==> src/verilog/mrdo_map_pkg.sv <==
// main board memory map
`default_nettype none

package mrdo_map_pkg;

	// bus widths
	localparam int ADDR_W = 16;
	localparam int DATA_W = 8;

	// memory sizes as address widths
	localparam int WORK_RAM_AW = 12;
	localparam int TILE_BANK_AW = 10;

	// region bases
	localparam logic [ADDR_W-1:0] TILE_RAM_BASE = 16'h8000;
	localparam logic [ADDR_W-1:0] FLIP_ADDR = 16'h9800;
	localparam logic [ADDR_W-1:0] PORT_BASE = 16'hA000;
	localparam logic [ADDR_W-1:0] WORK_RAM_BASE = 16'hE000;
	localparam logic [ADDR_W-1:0] SCROLL_BASE = 16'hF800;

	// open bus reads back as all ones
	localparam logic [DATA_W-1:0] UNMAPPED_DATA = 8'hFF;

	// decoded target of one access
	typedef enum logic [2:0] {
		REG_WORK_RAM,
		REG_TILE_RAM,
		REG_PORT,
		REG_SCROLL,
		REG_FLIP,
		REG_UNMAPPED
	} region_e;

	// tile ram bank, from address bits 11:10
	typedef enum logic [1:0] {
		BANK_BG_ATTR = 2'd0,
		BANK_BG_INDEX = 2'd1,
		BANK_FG_ATTR = 2'd2,
		BANK_FG_INDEX = 2'd3
	} tile_bank_e;

endpackage

`default_nettype wire

==> src/verilog/mrdo_bus_pkg.sv <==
// bus and input types
`default_nettype none

package mrdo_bus_pkg;

	// one request from the external master
	typedef struct packed {
		logic [mrdo_map_pkg::ADDR_W-1:0] addr;
		logic wr;
		logic [mrdo_map_pkg::DATA_W-1:0] wdata;
	} bus_req_t;

	// access as seen by the targets
	typedef struct packed {
		logic [mrdo_map_pkg::ADDR_W-1:0] addr;
		logic [mrdo_map_pkg::DATA_W-1:0] data;
		logic wr;
		logic rd;
	} mem_wr_t;

	// player controls, active high
	typedef struct packed {
		logic up;
		logic down;
		logic left;
		logic right;
		logic fire;
		logic start1;
		logic start2;
		logic coin;
	} joy_t;

	// four-phase slave states
	typedef enum logic [1:0] {
		IDLE,
		ACCESS,
		RESPOND,
		RELEASE
	} bus_state_e;

endpackage

`default_nettype wire

==> src/verilog/mrdo_bus_ctrl.sv <==
// four-phase bus slave
`timescale 1ns/1ps
`default_nettype none

module mrdo_bus_ctrl (
	input wire logic clk_10M,
	input wire logic RESET,
	input wire logic req,
	input wire mrdo_bus_pkg::bus_req_t bus_req,
	output logic ack,
	output logic [mrdo_map_pkg::DATA_W-1:0] rdata,
	output mrdo_bus_pkg::mem_wr_t acc,
	output logic wram_sel,
	output logic tile_sel,
	output logic io_sel,
	input wire logic [mrdo_map_pkg::DATA_W-1:0] wram_rdata,
	input wire logic [mrdo_map_pkg::DATA_W-1:0] tile_rdata,
	input wire logic [mrdo_map_pkg::DATA_W-1:0] io_rdata
);
	import mrdo_map_pkg::*;
	import mrdo_bus_pkg::*;

	bus_state_e state;
	bus_req_t req_q;
	region_e region_d;
	region_e region_q;
	logic in_access;
	logic [DATA_W-1:0] rdata_d;

	// address decode on the live request, held from edge 1
	always_comb begin
		if (bus_req.addr[15:12] == WORK_RAM_BASE[15:12]) begin
			region_d = REG_WORK_RAM;
		end else if (bus_req.addr[15:12] == TILE_RAM_BASE[15:12]) begin
			region_d = REG_TILE_RAM;
		end else if (bus_req.addr[15:2] == PORT_BASE[15:2]) begin
			region_d = REG_PORT;
		end else if (bus_req.addr[15:11] == SCROLL_BASE[15:11]) begin
			region_d = REG_SCROLL;
		end else if (bus_req.addr == FLIP_ADDR) begin
			region_d = REG_FLIP;
		end else begin
			region_d = REG_UNMAPPED;
		end
	end

	// handshake
	always_ff @(posedge clk_10M) begin
		if (RESET) begin
			state <= IDLE;
			ack <= 1'b0;
		end else begin
			case (state)
				IDLE: begin
					if (req) begin
						state <= ACCESS;
					end
				end
				ACCESS: begin
					state <= RESPOND;
				end
				RESPOND: begin
					// ack goes up once, then we wait for req to drop
					if (!ack) begin
						ack <= 1'b1;
					end else if (!req) begin
						state <= RELEASE;
					end
				end
				RELEASE: begin
					ack <= 1'b0;
					state <= IDLE;
				end
				default: begin
					state <= IDLE;
				end
			endcase
		end
	end

	// request capture and read data return
	always_ff @(posedge clk_10M) begin
		if (state == IDLE && req) begin
			req_q <= bus_req;
			region_q <= region_d;
		end
		if (state == RESPOND && !ack) begin
			rdata <= rdata_d;
		end
	end

	// scroll and flip are write only, so they read as open bus
	always_comb begin
		case (region_q)
			REG_WORK_RAM: rdata_d = wram_rdata;
			REG_TILE_RAM: rdata_d = tile_rdata;
			REG_PORT: rdata_d = io_rdata;
			default: rdata_d = UNMAPPED_DATA;
		endcase
	end

	// one strobe for the single ACCESS cycle
	assign in_access = (state == ACCESS);

	always_comb begin
		acc.addr = req_q.addr;
		acc.data = req_q.wdata;
		acc.wr = in_access && req_q.wr;
		acc.rd = in_access && !req_q.wr;
	end

	assign wram_sel = in_access && (region_q == REG_WORK_RAM);
	assign tile_sel = in_access && (region_q == REG_TILE_RAM);
	assign io_sel = in_access && (region_q == REG_PORT || region_q == REG_SCROLL ||
		region_q == REG_FLIP);

	a_ack_needs_req: assert property (@(posedge clk_10M) disable iff (RESET)
		$rose(ack) |-> $past(req));

	a_sel_onehot: assert property (@(posedge clk_10M) disable iff (RESET)
		$onehot0({wram_sel, tile_sel, io_sel}));

	a_rdata_held: assert property (@(posedge clk_10M) disable iff (RESET)
		(ack && $past(ack)) |-> $stable(rdata));

endmodule

`default_nettype wire

==> config.mk <==
export PLATFORM = sky130hd
export DESIGN_NAME = mrdo_bus_ctrl
export DESIGN_NICKNAME = d
export VERILOG_FILES = /design/src/verilog/mrdo_map_pkg.sv /design/src/verilog/mrdo_bus_pkg.sv /design/src/verilog/mrdo_bus_ctrl.sv
export SDC_FILE = /design/constraint.sdc
export NUM_CORES = 1
export LEC_CHECK = 0
export ABC_CLOCK_PERIOD_IN_PS = 2100
export BUFFER_PORTS_ARGS = -buffer_cell sky130_fd_sc_hd__buf_2
export CELL_PAD_IN_SITES_DETAIL_PLACEMENT = 0
export CELL_PAD_IN_SITES_GLOBAL_PLACEMENT = 1
export CORE_MARGIN = 2
export CORE_UTILIZATION = 25
export CTS_BUF_LIST = sky130_fd_sc_hd__clkbuf_8
export CTS_CLUSTER_SIZE = 8
export DETAILED_ROUTE_END_ITERATION = 7
export HOLD_SLACK_MARGIN = 0.02
export PLACE_DENSITY_LB_ADDON = 0.1
export SLEW_MARGIN = 10
export SYNTH_ARGS = -nofsm -noshare
export SYNTH_HDL_FRONTEND = slang
export SYNTH_SLANG_ARGS = --single-unit
export TNS_END_PERCENT = 10
==> constraint.sdc <==
create_clock -name clk_10M -period 2.1 [get_ports clk_10M]
set_clock_uncertainty 0.2 [all_clocks]
set_input_delay 0.42 -clock clk_10M [delete_from_list [all_inputs] [get_ports clk_10M]]
set_output_delay 0.42 -clock clk_10M [all_outputs]
set_load 0.05 [all_outputs]
* After elaboration in Yosys (flattened, before gate mapping) *
Index checks and enable logic that the tools add are counted.

word-level totals
  flip-flop bits (word level) = 39
  latch bits = 0
  memory bits (writable) = 0
  memory bits (read-only) = 0
  input bits = 52
  output and inout bits = 38
  word-level logic and storage cells = 51
  memories kept = 0

operators by class
  $add $sub $neg = 0
  multipliers = 0
  div/mod/pow operators = 0
  $lt $le $gt $ge = 0
  equal/unequal tests = 15
  shifts and indexed selects = 0
  multiplexer cells = 10
  bitwise operators = 0
  reduce and logical (&&, ||, !) cells = 17

operator list
  operator                count
  $pmux W8 S3             1
  $eq A16 B16 Y1 const B  1
  $eq A14 B14 Y1 const B  1
  $mux W2                 5
  $eq A4 B4 Y1 const B    2
  $pmux W2 S4             1
  $logic_and A1 B1 Y1     7
  $eq A3 B2 Y1 const B    2
  $ne A2 B2 Y1 const B    3
  $eq A5 B5 Y1 const B    1
  $eq A2 B2 Y1 const B    2
  $reduce_or A4 Y1        1
  $eq A3 B1 Y1 const B    1
  $eq A3 B3 Y1 const B    1
  $logic_not A3 Y1        1
  $reduce_and A3 Y1       1
  $eq A2 B1 Y1 const B    1
  $logic_not A1 Y1        2
  $logic_not A2 Y1        1
  $logic_or A1 B1 Y1      2
  $mux W1                 2
  $pmux W1 S2             1
  $reduce_bool A2 Y1      1
  $reduce_or A2 Y1        1

* Depth between registers and ports, before layout *
  word-level depth = 5
  mapped depth = 6

* Least setup slack after synthesis *
No wires, ideal clock.

  path kind = register to output
  from = register region_q[1]
  to = output port wram_sel
  arrival = 2.295 ns
  required time = 1.480 ns
  slack = -0.815 ns
  stages on the path, launching flop included = 3
  cells stage by stage = edfxtp_1 buf_2 nor4b_1

on the way
  cells in the longest elaborated chain, start to end = 2

ends and longest elaborated chain
  what                      line                  source
  start: declaration        mrdo_bus_ctrl.sv:26   region_e region_q;
  start signal: assignment  mrdo_bus_ctrl.sv:85   region_q <= region_d;
  $logic_not A3 Y1          mrdo_bus_ctrl.sv:112  assign wram_sel = in_access && (region_q == REG_WORK_RAM);
  $logic_and A1 B1 Y1       mrdo_bus_ctrl.sv:112
  end: declaration          mrdo_bus_ctrl.sv:13   output logic wram_sel,

No other way between the ends.

* Worst setup path after layout *
  from = register region_q[1]
  to = output port tile_sel

on the way
  cells in the longest elaborated chain, start to end = 2

ends and longest elaborated chain
  what                 line                  source
  $eq A3 B1 Y1         mrdo_bus_ctrl.sv:113  assign tile_sel = in_access && (region_q == REG_TILE_RAM);
  $logic_and A1 B1 Y1  mrdo_bus_ctrl.sv:113
  end: declaration     mrdo_bus_ctrl.sv:14   output logic tile_sel,

No other way between the ends.

==> results.yml <==
outcome:
  status: "completed"
detailed_routing:
  drt-initial-drc-count: 39
  num_vias: 1251
  detail_route.wl_per_cell_um: 13.0
  drc: 0
  firstDrtPassIters: 4
  wl_mm: 4.04
  postRouteAntennaNets: 0
  viasPerCell: 4.04
finish:
  final_common_cell: "buf_2"
  syn_to_final_growth_pct: 31.4
  antenna_cells: 0
  nFillCells: 764
  nets: 266
  drive_gt1_frac: 0.597
  final_cell_mix: "buf_2 (86), edfxtp_1 (36), nand2b_1 (10), buf_4 (10)"
grt:
  first_global_vias: 1295
  grt_first_pass_wirelength_mm: 6.22
  grt.total_usage: 0.0973
  grt_overflow_total: 0
  grt_max_degree: 29
  antenna_found_initial: 0
sta:
  hold_ws_ns: 0.0995
  relSlewSlack: 0.625
  setup-violations-final: 0
  max_freq_mhz: 485
  rsz0062_at_grt: "true"
  tightest_slew_ns: 0.557
  final_hold_viol_count: 0
  period_needed_ns: 2.06
  tns_ns: 0
  period_share: 0.981
  setup_ws_ns: 0.0395
  maxSlewViolCount: 0
floorplan:
  ios: 90
  die_x_um: 91.0
  die_area_sq_mm: 0.00828
  fp.dieH_um: 91.0
  rows: 31
  start_util: 0.259
  core_area_sq_mm: 0.00729
yosys:
  netlist_instances: 133
  synth_area_sq_mm: 0.00189
  ys_seq_area_frac: 0.603
  synth_top_area_frac: 0.571
  syn_avg_cell_area_sq_um: 14.2
  syn_nets: 189
  yosysTopAreaCell: "edfxtp_1"
  yosysWarnings: 0
  synthTopCellsByArea: "edfxtp_1 (57%), buf_4 (9.5%), mux2_4 (5.6%), o22ai_2 (4.6%), nand2b_1 (3.3%)"
  synth.distinct_cells: 31
  synth_seq_cells: 39
critical_path:
  arrival_ns: 1.44
  end_kind: "primary output"
  timing.reg2reg.setup_slack_ns: 0.16
  cp_cell_sequence: "buf_4, nor4bb_4, buf_6"
  cp.required_ns: 1.48
  cp-start-kind: "flip-flop"
  crit_type: "reg2out"
  r2r-start: "region_q[0]"
  slowest_delay_ns: 0.47
  r2r_cells: 5
  path_delay_family: "flip-flops"
  reg2reg_to: "rdata[4]"
  worst-path-buf-inv: 2
  crit_cells: 3
  slowest_stage: "edfxtp_1"
  critPathMaxFanout: 5
min_path:
  worst_hold_path.endpoint: "acc[7]"
  worstHoldStart: "bus_req[5]"
  timing.hold.worst_path_depth: 1
  hold_class: "in2reg"
place:
  pre_cts_ws_ns: 0.249
  dp_hpwl_mm: 3.14
  port_buffers: 89
  place_congestion: 0.785
job:
  cap_violations: 0
clocking:
  clock_latency_ns: 0.29
  cts_tree: "built"
  clockBufferDepth: 2
  cts.sinks: 39
  cts.clk_slew.worst_paths_ns: 0.08
  cts_hold_buffers: 0
  cts_buffers: 5
  cts_max_level: 2
  cts_root_buffer: "clkbuf_8"
pwr:
  total_power_mw: 2.97
  powerDensity_mw_per_mm2: 1190
  cellLeakagePower_nw: 1.04
  ir_worst_vdd_mv: 0.415
kinds of logic after synthesis:
group           after synthesis  synth area share
fa+ha+maj                     4            0.0265
xor+xnor                      1           0.00463
buf+inv                      31             0.114
mux                          10            0.0721
simple gates                 35             0.111
compound gates               13            0.0681
flops                        39             0.603
flip-flops by register name, summed over array words and instances (netlist names):
name,flops
acc,24
ack,1
rdata,8
region_q,3
req_q,1
state,2
layout make-up:
cell class / instances / area (sq um) / area share
Clock buffer: 5 / 68.8 / 0.0277
Clock inverter: 3 / 46.3 / 0.0186
Tap cell: 99 / 124 / 0.0498
Multi-Input combinational cell: 63 / 567 / 0.228
Inverter: 3 / 11.3 / 0.00453
Sequential cell: 39 / 1140 / 0.459
Timing Repair Buffer: 98 / 528 / 0.212
Yosys cell counts (all sizes together):
| library cell | count |
|---|---|
| o21ai | 1 |
| nor4b | 2 |
| nand3 | 2 |
| mux2i | 2 |
| dfxtp | 3 |
| o22ai | 8 |
| nand2b | 10 |
| nor4 | 1 |
| xnor2 | 1 |
| buf | 28 |
| ha | 4 |
| nor3b | 1 |
| nor2 | 6 |
| mux2 | 8 |
| a31oi | 2 |
| a21oi | 1 |
| nand4 | 1 |
| inv | 3 |
| nor4bb | 1 |
| nand2 | 1 |
| nor3 | 4 |
| a41oi | 1 |
| edfxtp | 36 |
| nor2b | 4 |
| and2 | 2 |
where the power goes:
| part | internal [mW] | leakage (nW) | switching (mW) |
|---|---|---|---|
| Sequential | 1.08 | 0.353 | 0.0693 |
| Clock | 0.358 | 0.0548 | 0.278 |
| Combinational | 0.329 | 0.628 | 0.850 |
| Total | 1.77 | 1.04 | 1.20 |
worst max-delay path by stage:
stage	start	to	slack [ns]
2_1_floorplan	region_q[1]	wram_sel	-0.13
3_3_place_gp	region_q[1]	wram_sel	0.27
3_5_place_dp	region_q[0]	rdata[3]	0.25
4_1_cts	state[1]	wram_sel	0.008
5_1_grt	region_q[1]	tile_sel	-0.03
6_report	region_q[1]	tile_sel	0.04
metrics by stage:
stage                     area, sq um  utilization  instances
after floorplan                  1910            -        133
after global placement           2310        0.316        297
after detailed placement         2310        0.316        297
after CTS                        2430        0.333        305
after global routing             2490        0.341        310
final                            2490        0.341        310
per-layer routing:
layer  global-route usage  part of all wire  vias up
li1                     -                 -      612
met1                0.113              0.42      591
met2                0.164              0.50       46
met3               0.0382             0.070        2
met4               0.0341            0.0072        0
met5                    0                 0        -
what timing repair did:
| action | 4_1_cts | 5_1_grt |
|---|---|---|
| buffers inserted | 0 | 5 |
| gates resized for setup | 3 | 4 |
| gates cloned | 0 | 0 |
| pin swaps | 0 | 0 |
| setup endpoints to repair | 3 | 4 |
(Power assumes the default switching activity.)
