<file path="config.mk">
export PLATFORM = sky130hd
export DESIGN_NAME = io_regs
export DESIGN_NICKNAME = d
export VERILOG_FILES = /design/src/verilog/mrdo_map_pkg.sv /design/src/verilog/mrdo_bus_pkg.sv /design/src/verilog/io_regs.sv
export SDC_FILE = /design/constraint.sdc
export NUM_CORES = 1
export LEC_CHECK = 0
export ABC_AREA = 0
export BUFFER_PORTS_ARGS = -buffer_cell sky130_fd_sc_hd__buf_4
export CAP_MARGIN = 25
export CORE_MARGIN = 2
export CORE_UTILIZATION = 46
export DETAILED_ROUTE_END_ITERATION = 8
export GPL_TIMING_DRIVEN = 0
export PLACE_DENSITY = 0.79
export SYNTH_ARGS = -nofsm -noshare
export SYNTH_HDL_FRONTEND = slang
export SYNTH_SLANG_ARGS = --single-unit
</file>
<file path="constraint.sdc">
create_clock -name clk_10M -period 2.25 [get_ports clk_10M]
set_input_delay 0.1125 -clock clk_10M [delete_from_list [all_inputs] [get_ports clk_10M]]
set_output_delay 0.1125 -clock clk_10M [all_outputs]
set_load 0.03 [all_outputs]
</file>
<file path="src/verilog/mrdo_map_pkg.sv">
// main board memory map
`default_nettype none

package mrdo_map_pkg;

	// bus widths
	localparam int ADDR_W = 16;
	localparam int DATA_W = 8;

	// memory sizes as address widths
	localparam int WORK_RAM_AW = 12;
	localparam int TILE_BANK_AW = 10;

	// region bases
	localparam logic [ADDR_W-1:0] TILE_RAM_BASE = 16'h8000;
	localparam logic [ADDR_W-1:0] FLIP_ADDR = 16'h9800;
	localparam logic [ADDR_W-1:0] PORT_BASE = 16'hA000;
	localparam logic [ADDR_W-1:0] WORK_RAM_BASE = 16'hE000;
	localparam logic [ADDR_W-1:0] SCROLL_BASE = 16'hF800;

	// open bus reads back as all ones
	localparam logic [DATA_W-1:0] UNMAPPED_DATA = 8'hFF;

	// decoded target of one access
	typedef enum logic [2:0] {
		REG_WORK_RAM,
		REG_TILE_RAM,
		REG_PORT,
		REG_SCROLL,
		REG_FLIP,
		REG_UNMAPPED
	} region_e;

	// tile ram bank, from address bits 11:10
	typedef enum logic [1:0] {
		BANK_BG_ATTR = 2'd0,
		BANK_BG_INDEX = 2'd1,
		BANK_FG_ATTR = 2'd2,
		BANK_FG_INDEX = 2'd3
	} tile_bank_e;

endpackage

`default_nettype wire

</file>
<file path="src/verilog/mrdo_bus_pkg.sv">
// bus and input types
`default_nettype none

package mrdo_bus_pkg;

	// one request from the external master
	typedef struct packed {
		logic [mrdo_map_pkg::ADDR_W-1:0] addr;
		logic wr;
		logic [mrdo_map_pkg::DATA_W-1:0] wdata;
	} bus_req_t;

	// access as seen by the targets
	typedef struct packed {
		logic [mrdo_map_pkg::ADDR_W-1:0] addr;
		logic [mrdo_map_pkg::DATA_W-1:0] data;
		logic wr;
		logic rd;
	} mem_wr_t;

	// player controls, active high
	typedef struct packed {
		logic up;
		logic down;
		logic left;
		logic right;
		logic fire;
		logic start1;
		logic start2;
		logic coin;
	} joy_t;

	// four-phase slave states
	typedef enum logic [1:0] {
		IDLE,
		ACCESS,
		RESPOND,
		RELEASE
	} bus_state_e;

endpackage

`default_nettype wire

</file>
<file path="src/verilog/io_regs.sv">
// input ports and video latches
`timescale 1ns/1ps
`default_nettype none

module io_regs (
	input wire logic clk_10M,
	input wire logic RESET,
	input wire logic sel,
	input wire mrdo_bus_pkg::mem_wr_t acc,
	input wire mrdo_bus_pkg::joy_t joy,
	input wire logic [15:0] dip_sw,
	output logic [mrdo_map_pkg::DATA_W-1:0] rdata,
	output logic [mrdo_map_pkg::DATA_W-1:0] scroll_y,
	output logic flip_screen
);
	import mrdo_map_pkg::*;

	logic [DATA_W-1:0] p1;
	logic [DATA_W-1:0] p2;
	logic [DATA_W-1:0] dsw1;
	logic [DATA_W-1:0] dsw2;
	logic scroll_hit;
	logic flip_hit;

	// ports are active low on the board
	always_ff @(posedge clk_10M) begin
		p1 <= ~{1'b0, joy.start2, joy.start1, joy.fire, joy.up, joy.right, joy.down, joy.left};
		p2 <= ~{joy.coin, 2'b00, joy.fire, joy.up, joy.right, joy.down, joy.left};
		dsw1 <= dip_sw[7:0];
		dsw2 <= dip_sw[15:8];
	end

	// A000-A003
	always_ff @(posedge clk_10M) begin
		if (sel && acc.rd) begin
			case (acc.addr[1:0])
				2'd0: rdata <= p1;
				2'd1: rdata <= p2;
				2'd2: rdata <= dsw1;
				default: rdata <= dsw2;
			endcase
		end
	end

	// scroll latch mirrors over the whole of F800-FFFF
	assign scroll_hit = (acc.addr[15:11] == SCROLL_BASE[15:11]);
	assign flip_hit = (acc.addr == FLIP_ADDR);

	always_ff @(posedge clk_10M) begin
		if (RESET) begin
			scroll_y <= '0;
			flip_screen <= 1'b0;
		end else if (sel && acc.wr) begin
			if (scroll_hit) begin
				scroll_y <= acc.data;
			end
			if (flip_hit) begin
				flip_screen <= acc.data[0];
			end
		end
	end

endmodule

`default_nettype wire

</file>
[Word-level counts from Yosys, hierarchy flattened]
Index checks and enable logic that the tools add are counted.
Word-level totals
  register bits: 49
  bits in latches: 0
  RAM bits: 0
  ROM bits: 0
  output and inout bits: 17
  logic and storage cells: 19
  memories kept: 0
Operators by class
  add/subtract/negate cells: 0
  $mul: 0
  div/mod/pow operators: 0
  magnitude comparators: 0
  eq/ne operators: 4
  shift-type cells: 0
  multiplexer cells: 1
  bitwise gates (word level): 2
  reductions and logical operators: 5
Operators with widths (number)
  $pmux W8 S3: 1
  $eq A16 B16 Y1 const B: 1
  $not A7 Y8: 1
  $not A8 Y8: 1
  $eq A5 B5 Y1 const B: 1
  $reduce_and A2 Y1: 2
  $eq A2 B1 Y1 const B: 1
  $eq A2 B2 Y1 const B: 1
  $logic_and A1 B1 Y1: 2
  $logic_not A2 Y1: 1

[Logic depth before layout (Yosys ltp)]
Gate-level depths: netlist of run 1.
  word-level depth: 2
  mapped depth: 5
  mapped depth without buffers: 4

[Least setup slack after synthesis of run 1]
OpenSTA, ideal clock, no wires.
  path type: in2reg
  from: in acc[11] (netlist bit)
  to: reg flip_screen
  library setup time: 0.072 ns
  arrival time: 0.942 ns
  data required time: 2.178 ns
  slack: 1.237 ns
  stages on the path: 5
  path buffers: 1
  cells stage by stage: buf_6 -> nor4_1 -> nand4_1 -> nor3_1 -> mux2i_1
On the way
  cells in the longest elaborated chain, start to end: 2
Ends and longest elaborated chain
  start: declaration: line io_regs.sv:9  | input wire mrdo_bus_pkg::mem_wr_t acc,
  $eq A16 B16 Y1: line io_regs.sv:47  | assign flip_hit = (acc.addr == FLIP_ADDR);
  $reduce_and A2 Y1 (no source line)
  end signal: assignment: line io_regs.sv:58  | flip_screen <= acc.data[0];
  end: declaration: line io_regs.sv:14  | output logic flip_screen
No other way between the ends.
A chain may end at the register's enable or synchronous reset.

[Worst setup path after layout of run 1]
  from: reg p1[5]
  to: reg rdata[5] (netlist bit), data pin
On the way
  cells in the longest elaborated chain, start to end: 1
Ends and longest elaborated chain
  start: declaration: line io_regs.sv:18  | logic [DATA_W-1:0] p1;
  start signal: assignment: line io_regs.sv:27  | p1 <= ~{1'b0, joy.start2, joy.start1, joy.fire, joy.up, joy.right, joy.down, joy.left};
  $pmux W8 S3: line io_regs.sv:36  | case (acc.addr[1:0])
  end signal: assignment: line io_regs.sv:37  | 2'd0: rdata <= p1;
  end signal: assignment: line io_regs.sv:38  | 2'd1: rdata <= p2;
  end signal: assignment: line io_regs.sv:39  | 2'd2: rdata <= dsw1;
  end: declaration: line io_regs.sv:12  | output logic [mrdo_map_pkg::DATA_W-1:0] rdata,
No other way between the ends.

==> flow_metrics.env, run 1 <==
export IMPL_syn_area_per_cell_um2=12.5
export IMPL_finalWirelength_um=3130
export IMPL_grt_max_degree=13
export IMPL_synth_warnings=0
export IMPL_hp_class="primary input to flop"
export IMPL_synth_area_leader_cell="dfxtp_1"
export IMPL_grt_use_total=0.207
export IMPL_pre_cts_slack_ps=1050
export IMPL_cts_buffers=5
export IMPL_antenna_found_initial=0
export IMPL_p_leak_nw=0.989
export IMPL_ctsHtreeMaxLevel=2
export IMPL_finClkSkew_ps=9.56
export IMPL_viasPerCell=4.67
export IMPL_grt_pass1_vias=1138
export IMPL_ctsRootBufferMaster="clkbuf_4"
export IMPL_ir_drop_v=0.000671
export IMPL_post_drt_wl_per_cell_um=13.2
export IMPL_ios=70
export IMPL_maxCapViolations=0
export IMPL_fin_nets=258
export IMPL_diodes=0
export IMPL_syn_area_um2=1320
export IMPL_clk_pin_slew_ps=110
export IMPL_hold_violations=0
export IMPL_synth_top_cell_area_share=0.500
export IMPL_core_um2=2730
export IMPL_rsz0062_at_grt="no"
export IMPL_yosys_top_cells_area="dfxtp_1, edfxtp_1, mux2i_1, nor2_1, a21oi_1"
export IMPL_synth_distinct_cells=21
export IMPL_postRouteAntennaNets=0
export IMPL_area_growth_pct=64.4
export IMPL_ys_ff_latch=41
export IMPL_critical_path_required_ps=2340
export IMPL_die_h_um=57.6
export IMPL_synthCells=106
export IMPL_drtIter0Drc=25
export IMPL_cts_resized_gates=0
export IMPL_io_buffers=67
export IMPL_cts_tree="done"
export IMPL_post_cts_buffers=0
export IMPL_via_count=1106
export IMPL_drive_above_1_share=0.388
export IMPL_dr_pass1_iters=4
export IMPL_worst_slew_pin_slew_ps=494
export IMPL_cp_startpoint="p1[5]$_DFF_P_"
export IMPL_initial_core_util=0.483
export IMPL_die_width_um=57.6
export IMPL_row_count=19
export IMPL_setup_viol=0
export IMPL_p_per_area_nw_per_um2=613
export IMPL_synth_edf_count=8
export IMPL_hold_path_startpoint="acc[4]"
export IMPL_grt_pass1_wl_um=4970
export IMPL_critical_path_class="flop to flop"
export IMPL_hpwl_um=2250
export IMPL_layout_commonest_cell="buf_4"
export IMPL_syn_nets=159
export IMPL_r2r_start="p1[5]$_DFF_P_"
export IMPL_period_minus_slack_ps=1020
export IMPL_fmax_ghz=0.982
export IMPL_worst_ep_arrival_time_ps=1110
export IMPL_async_flop_share=0
export IMPL_cts_sinks=41
export IMPL_fillers=191
export IMPL_outcome="complete, no violations"
export IMPL_hold_buffers=25
export IMPL_final_cell_mix="buf_4, dfxtp_1, dlygate4sd3_1, mux2i_1, nor2_1"
export IMPL_cp_start_kind="flop"
export IMPL_slew_headroom=0.669
export IMPL_min_period_over_period=0.453
export IMPL_setup_ws_ps=1230
export IMPL_ys_flop_type="dfxtp_1"
export IMPL_drc=0
export IMPL_slew_violations=0
export IMPL_gp_congestion=0.728
export IMPL_end_kind="flop"
export IMPL_clk_insertion_delay_late_ps=330
export IMPL_die_area_um2=3320
export IMPL_seq_area_frac_synth=0.682
export IMPL_grt_overflow=0
export IMPL_path_max_fanout=1
export IMPL_cts_buffer_depth=2
export IMPL_setup_tns_ps=0
[worst max-delay path, cell delays in order, from the launching register on]
cell and delay, ps:
dfxtp_1 320, mux2_2 260, o22a_1 200
[cells in the mapped netlist (2+ instances only)]
library cell / instances
a21oi_1: 6
dfxtp_1: 33
edfxtp_1: 8
inv_1: 8
mux2_2: 2
mux2i_1: 15
nand2_1: 3
nand2b_1: 2
nor2_1: 14
nor3_1: 2
nor4_1: 2
o22a_1: 2
[metrics by stage]
step	hold WS [ps]	area [um^2]	total power [mW]	utilization	cells
CTS	0.773	2170	1.34	0.795	237
floorplan	140	1320	0.860	-	106
detailed placement	218	1860	0.949	0.681	204
global placement	217	1860	0.942	0.681	204
finish	18.3	2170	1.33	0.795	237
global route	8.60	2170	1.39	0.795	237
[logic make-up (layout without fill, tap and decap cells)]
group,Yosys count,count (layout),synth area share
compound gates,8,8,0.0360
buf+inv,12,112,0.0407
flops,41,41,0.682
mux,17,17,0.131
simple gates,28,28,0.111
[layout make-up]
cell class / instances / area, um^2 / share of cell area
multi-input combinational: 53 / 367 / 0.169
timing repair buffer: 92 / 753 / 0.347
sequential: 41 / 901 / 0.415
inverter: 8 / 30.0 / 0.0138
buffer: 4 / 23.8 / 0.0109
tap: 31 / 38.8 / 0.0179
clock buffer: 8 / 58.8 / 0.0271
[sequential cells by signal, indices dropped and copies added (netlist names)]
| name | count |
|---|---|
| dsw2 | 8 |
| dsw1 | 8 |
| scroll_y | 8 |
| p1 | 7 |
| p2 | 1 |
| rdata | 8 |
| flip_screen | 1 |
[power by group]
group	switching, mW	internal (mW)
sequential	0.00799	0.781
combinational	0.0646	0.113
clock	0.211	0.154
total	0.284	1.05
[final timing paths]
| path | to | slack [ps] | cells after the start |
|---|---|---|---|
| worst max-delay path | rdata[5]$_DFFE_PP_ | 1230 | 2 |
| worst min-delay path | scroll_y[2]$_SDFFE_PP0P_ | 20 | 3 |
| worst max register to register | rdata[5]$_DFFE_PP_ | 1230 | 2 |
| worst min register to register | flip_screen$_SDFFE_PP0P_ | 500 | 2 |
[layer usage]
| layer | GRT usage | vias to the layer above | share of wire |
|---|---|---|---|
| li1 | - | 556 | - |
| met1 | 0.213 | 514 | 0.35 |
| met2 | 0.386 | 31 | 0.58 |
| met3 | 0.0658 | 5 | 0.050 |
| met4 | 0.0797 | 0 | 0.016 |
| met5 | 0 | - | 0 |
Note: power is estimated with default switching activity, not from simulation.
==> run 2, diff against run 1 <==
- CORE_UTILIZATION: 46 -> 39
- PLACE_DENSITY: 0.79 -> 0.71
- clock period: 2.25 -> 0.84 ns (I/O delays scaled with it)
==> run 2 against run 1 <==
Net effect:
- the flow now finishes with violations (negative setup slack)
- worst setup slack worse by 1400 ps
- final cell count grew 9.3%
- register-to-register slack worse by 1400 ps
- highest routed layer unchanged
- first-iteration DRC count is 56% higher
- hold slack better by 28 ps
- non-clock buffer count grew 7
==> flow_metrics.env, run 2 (synthesis gave the netlist of run 1 again) <==
export IMPL_slew_violations=0
export IMPL_grt_overflow=0
export IMPL_whs_ps=46.3
export IMPL_min_period_over_period=1.17
export IMPL_diodes=0
export IMPL_rsz0062_at_grt="yes"
export IMPL_via_count=1124
export IMPL_worst_slew_pin_slew_ps=537
export IMPL_regArea_um2=912
export IMPL_die_h_um=62.2
export IMPL_dr_pass1_iters=3
export IMPL_slew_headroom=0.641
export IMPL_clk_insertion_delay_late_ps=350
export IMPL_fillers=231
export IMPL_path_max_fanout=1
export IMPL_finalWirelength_um=3290
export IMPL_cp_start_kind="flop"
export IMPL_ctsRootBufferMaster="clkbuf_4"
export IMPL_finClkSkew_ps=17.0
export IMPL_gp_congestion=0.718
export IMPL_maxCapViolations=0
export IMPL_dpl_cell_area_um2=1900
export IMPL_cts_buffer_depth=2
export IMPL_violations="negative setup slack"
export IMPL_multi_input_area_um2=385
export IMPL_p_per_area_nw_per_um2=1650
export IMPL_grt_max_degree=15
export IMPL_post_drt_wl_per_cell_um=12.7
export IMPL_cts_tree="done"
export IMPL_pre_cts_slack_ps=-282
export IMPL_setup_ws_ps=-143
export IMPL_initial_core_util=0.402
export IMPL_placed_cells=219
export IMPL_ctsHtreeMaxLevel=2
export IMPL_die_area_um2=3870
export IMPL_hold_violations=0
export IMPL_grt_pass1_wl_um=5250
export IMPL_setup_viol=19
export IMPL_die_width_um=62.2
export IMPL_worst_ep_arrival_time_ps=1110
export IMPL_end_kind="flop"
export IMPL_setup_tns_ps=-1390
export IMPL_ios=70
export IMPL_period_minus_slack_ps=983
export IMPL_grt_use_total=0.178
export IMPL_core_um2=3280
export IMPL_p_leak_nw=1.06
export IMPL_instances_no_fill=259
export IMPL_finalPower_mw=3.91
export IMPL_layout_commonest_cell="buf_4"
export IMPL_post_cts_buffers=0
export IMPL_outcome="finished, violations left"
export IMPL_ir_drop_v=0.00120
export IMPL_final_cell_mix="buf_4, dlygate4sd3_1, dfxtp_1, buf_6, mux2i_1"
export IMPL_fmax_ghz=1.02
export IMPL_drtIter0Drc=39
export IMPL_viasPerCell=4.34
export IMPL_postRouteAntennaNets=0
export IMPL_grt_pass1_vias=1180
export IMPL_critical_path_required_ps=970
export IMPL_final_util=0.724
export IMPL_area_growth_pct=79.9
export IMPL_io_buffers=67
export IMPL_drive_above_1_share=0.437
export IMPL_cts_buffers=5
export IMPL_cts_sinks=41
export IMPL_fin_nets=265
export IMPL_antenna_found_initial=0
export IMPL_hp_class="primary input to flop"
export IMPL_drc=0
export IMPL_row_count=21
export IMPL_stdcell_area_um2=2380
export IMPL_hpwl_um=2170
export IMPL_clk_pin_slew_ps=130
export IMPL_critical_path_class="flop to flop"
run 2: cell count changes in the layout (fill, tap and decap cells not counted), sizes merged:
cell         before  now
dlygate4sd3      25   32
bufinv            0    1
clkbuf            9    6
inv               8    9
clkinv            0    1
run 2: repair_timing:
item                                    CTS  global route
hold endpoints to repair                 33             0
cloned                                    0             0
hold buffers                             32             0
endpoints found under the setup margin   19            19
gates resized for setup                  27             0
run 2: area by class of cell:
cell class | instances | area share
clock inverter | 3 | 0.0184
sequential | 41 | 0.384
tap | 46 | 0.0242
buffer | 4 | 0.0100
multi-input combinational | 53 | 0.162
inverter | 8 | 0.0126
clock buffer | 5 | 0.0158
timing repair buffer | 99 | 0.373
run 2: per-layer routing:
layer / track usage / up-vias / wire length [um]
met2: 0.337 / 34 / 1870
met1: 0.177 / 515 / 1170
li1: - / 568 / -
met5: 0 / - / 0
met3: 0.0580 / 7 / 166
met4: 0.0778 / 0 / 76
run 2: final timing paths:
kind	endpoint	slack, ps	cells after the start	from
min	scroll_y[6]$_SDFFE_PP0P_	50	2	RESET
max	rdata[5]$_DFFE_PP_	-140	2	p1[5]$_DFF_P_
max reg2reg	rdata[5]$_DFFE_PP_	-140	2	p1[5]$_DFF_P_
min reg2reg	flip_screen$_SDFFE_PP0P_	490	2	flip_screen$_SDFFE_PP0P_
run 2: worst max-delay path, cell delays in order, from the launching register on:
cell	delay, ps
dfxtp_1	320
mux2_4	270
o22a_1	190
run 2: power breakdown:
| part | internal [mW] | leakage (nW) | switching (mW) |
|---|---|---|---|
| Clock | 0.632 | 0.0456 | 0.643 |
| Combinational | 0.339 | 0.659 | 0.184 |
| Sequential | 2.09 | 0.353 | 0.0244 |
| Total | 3.06 | 1.06 | 0.852 |
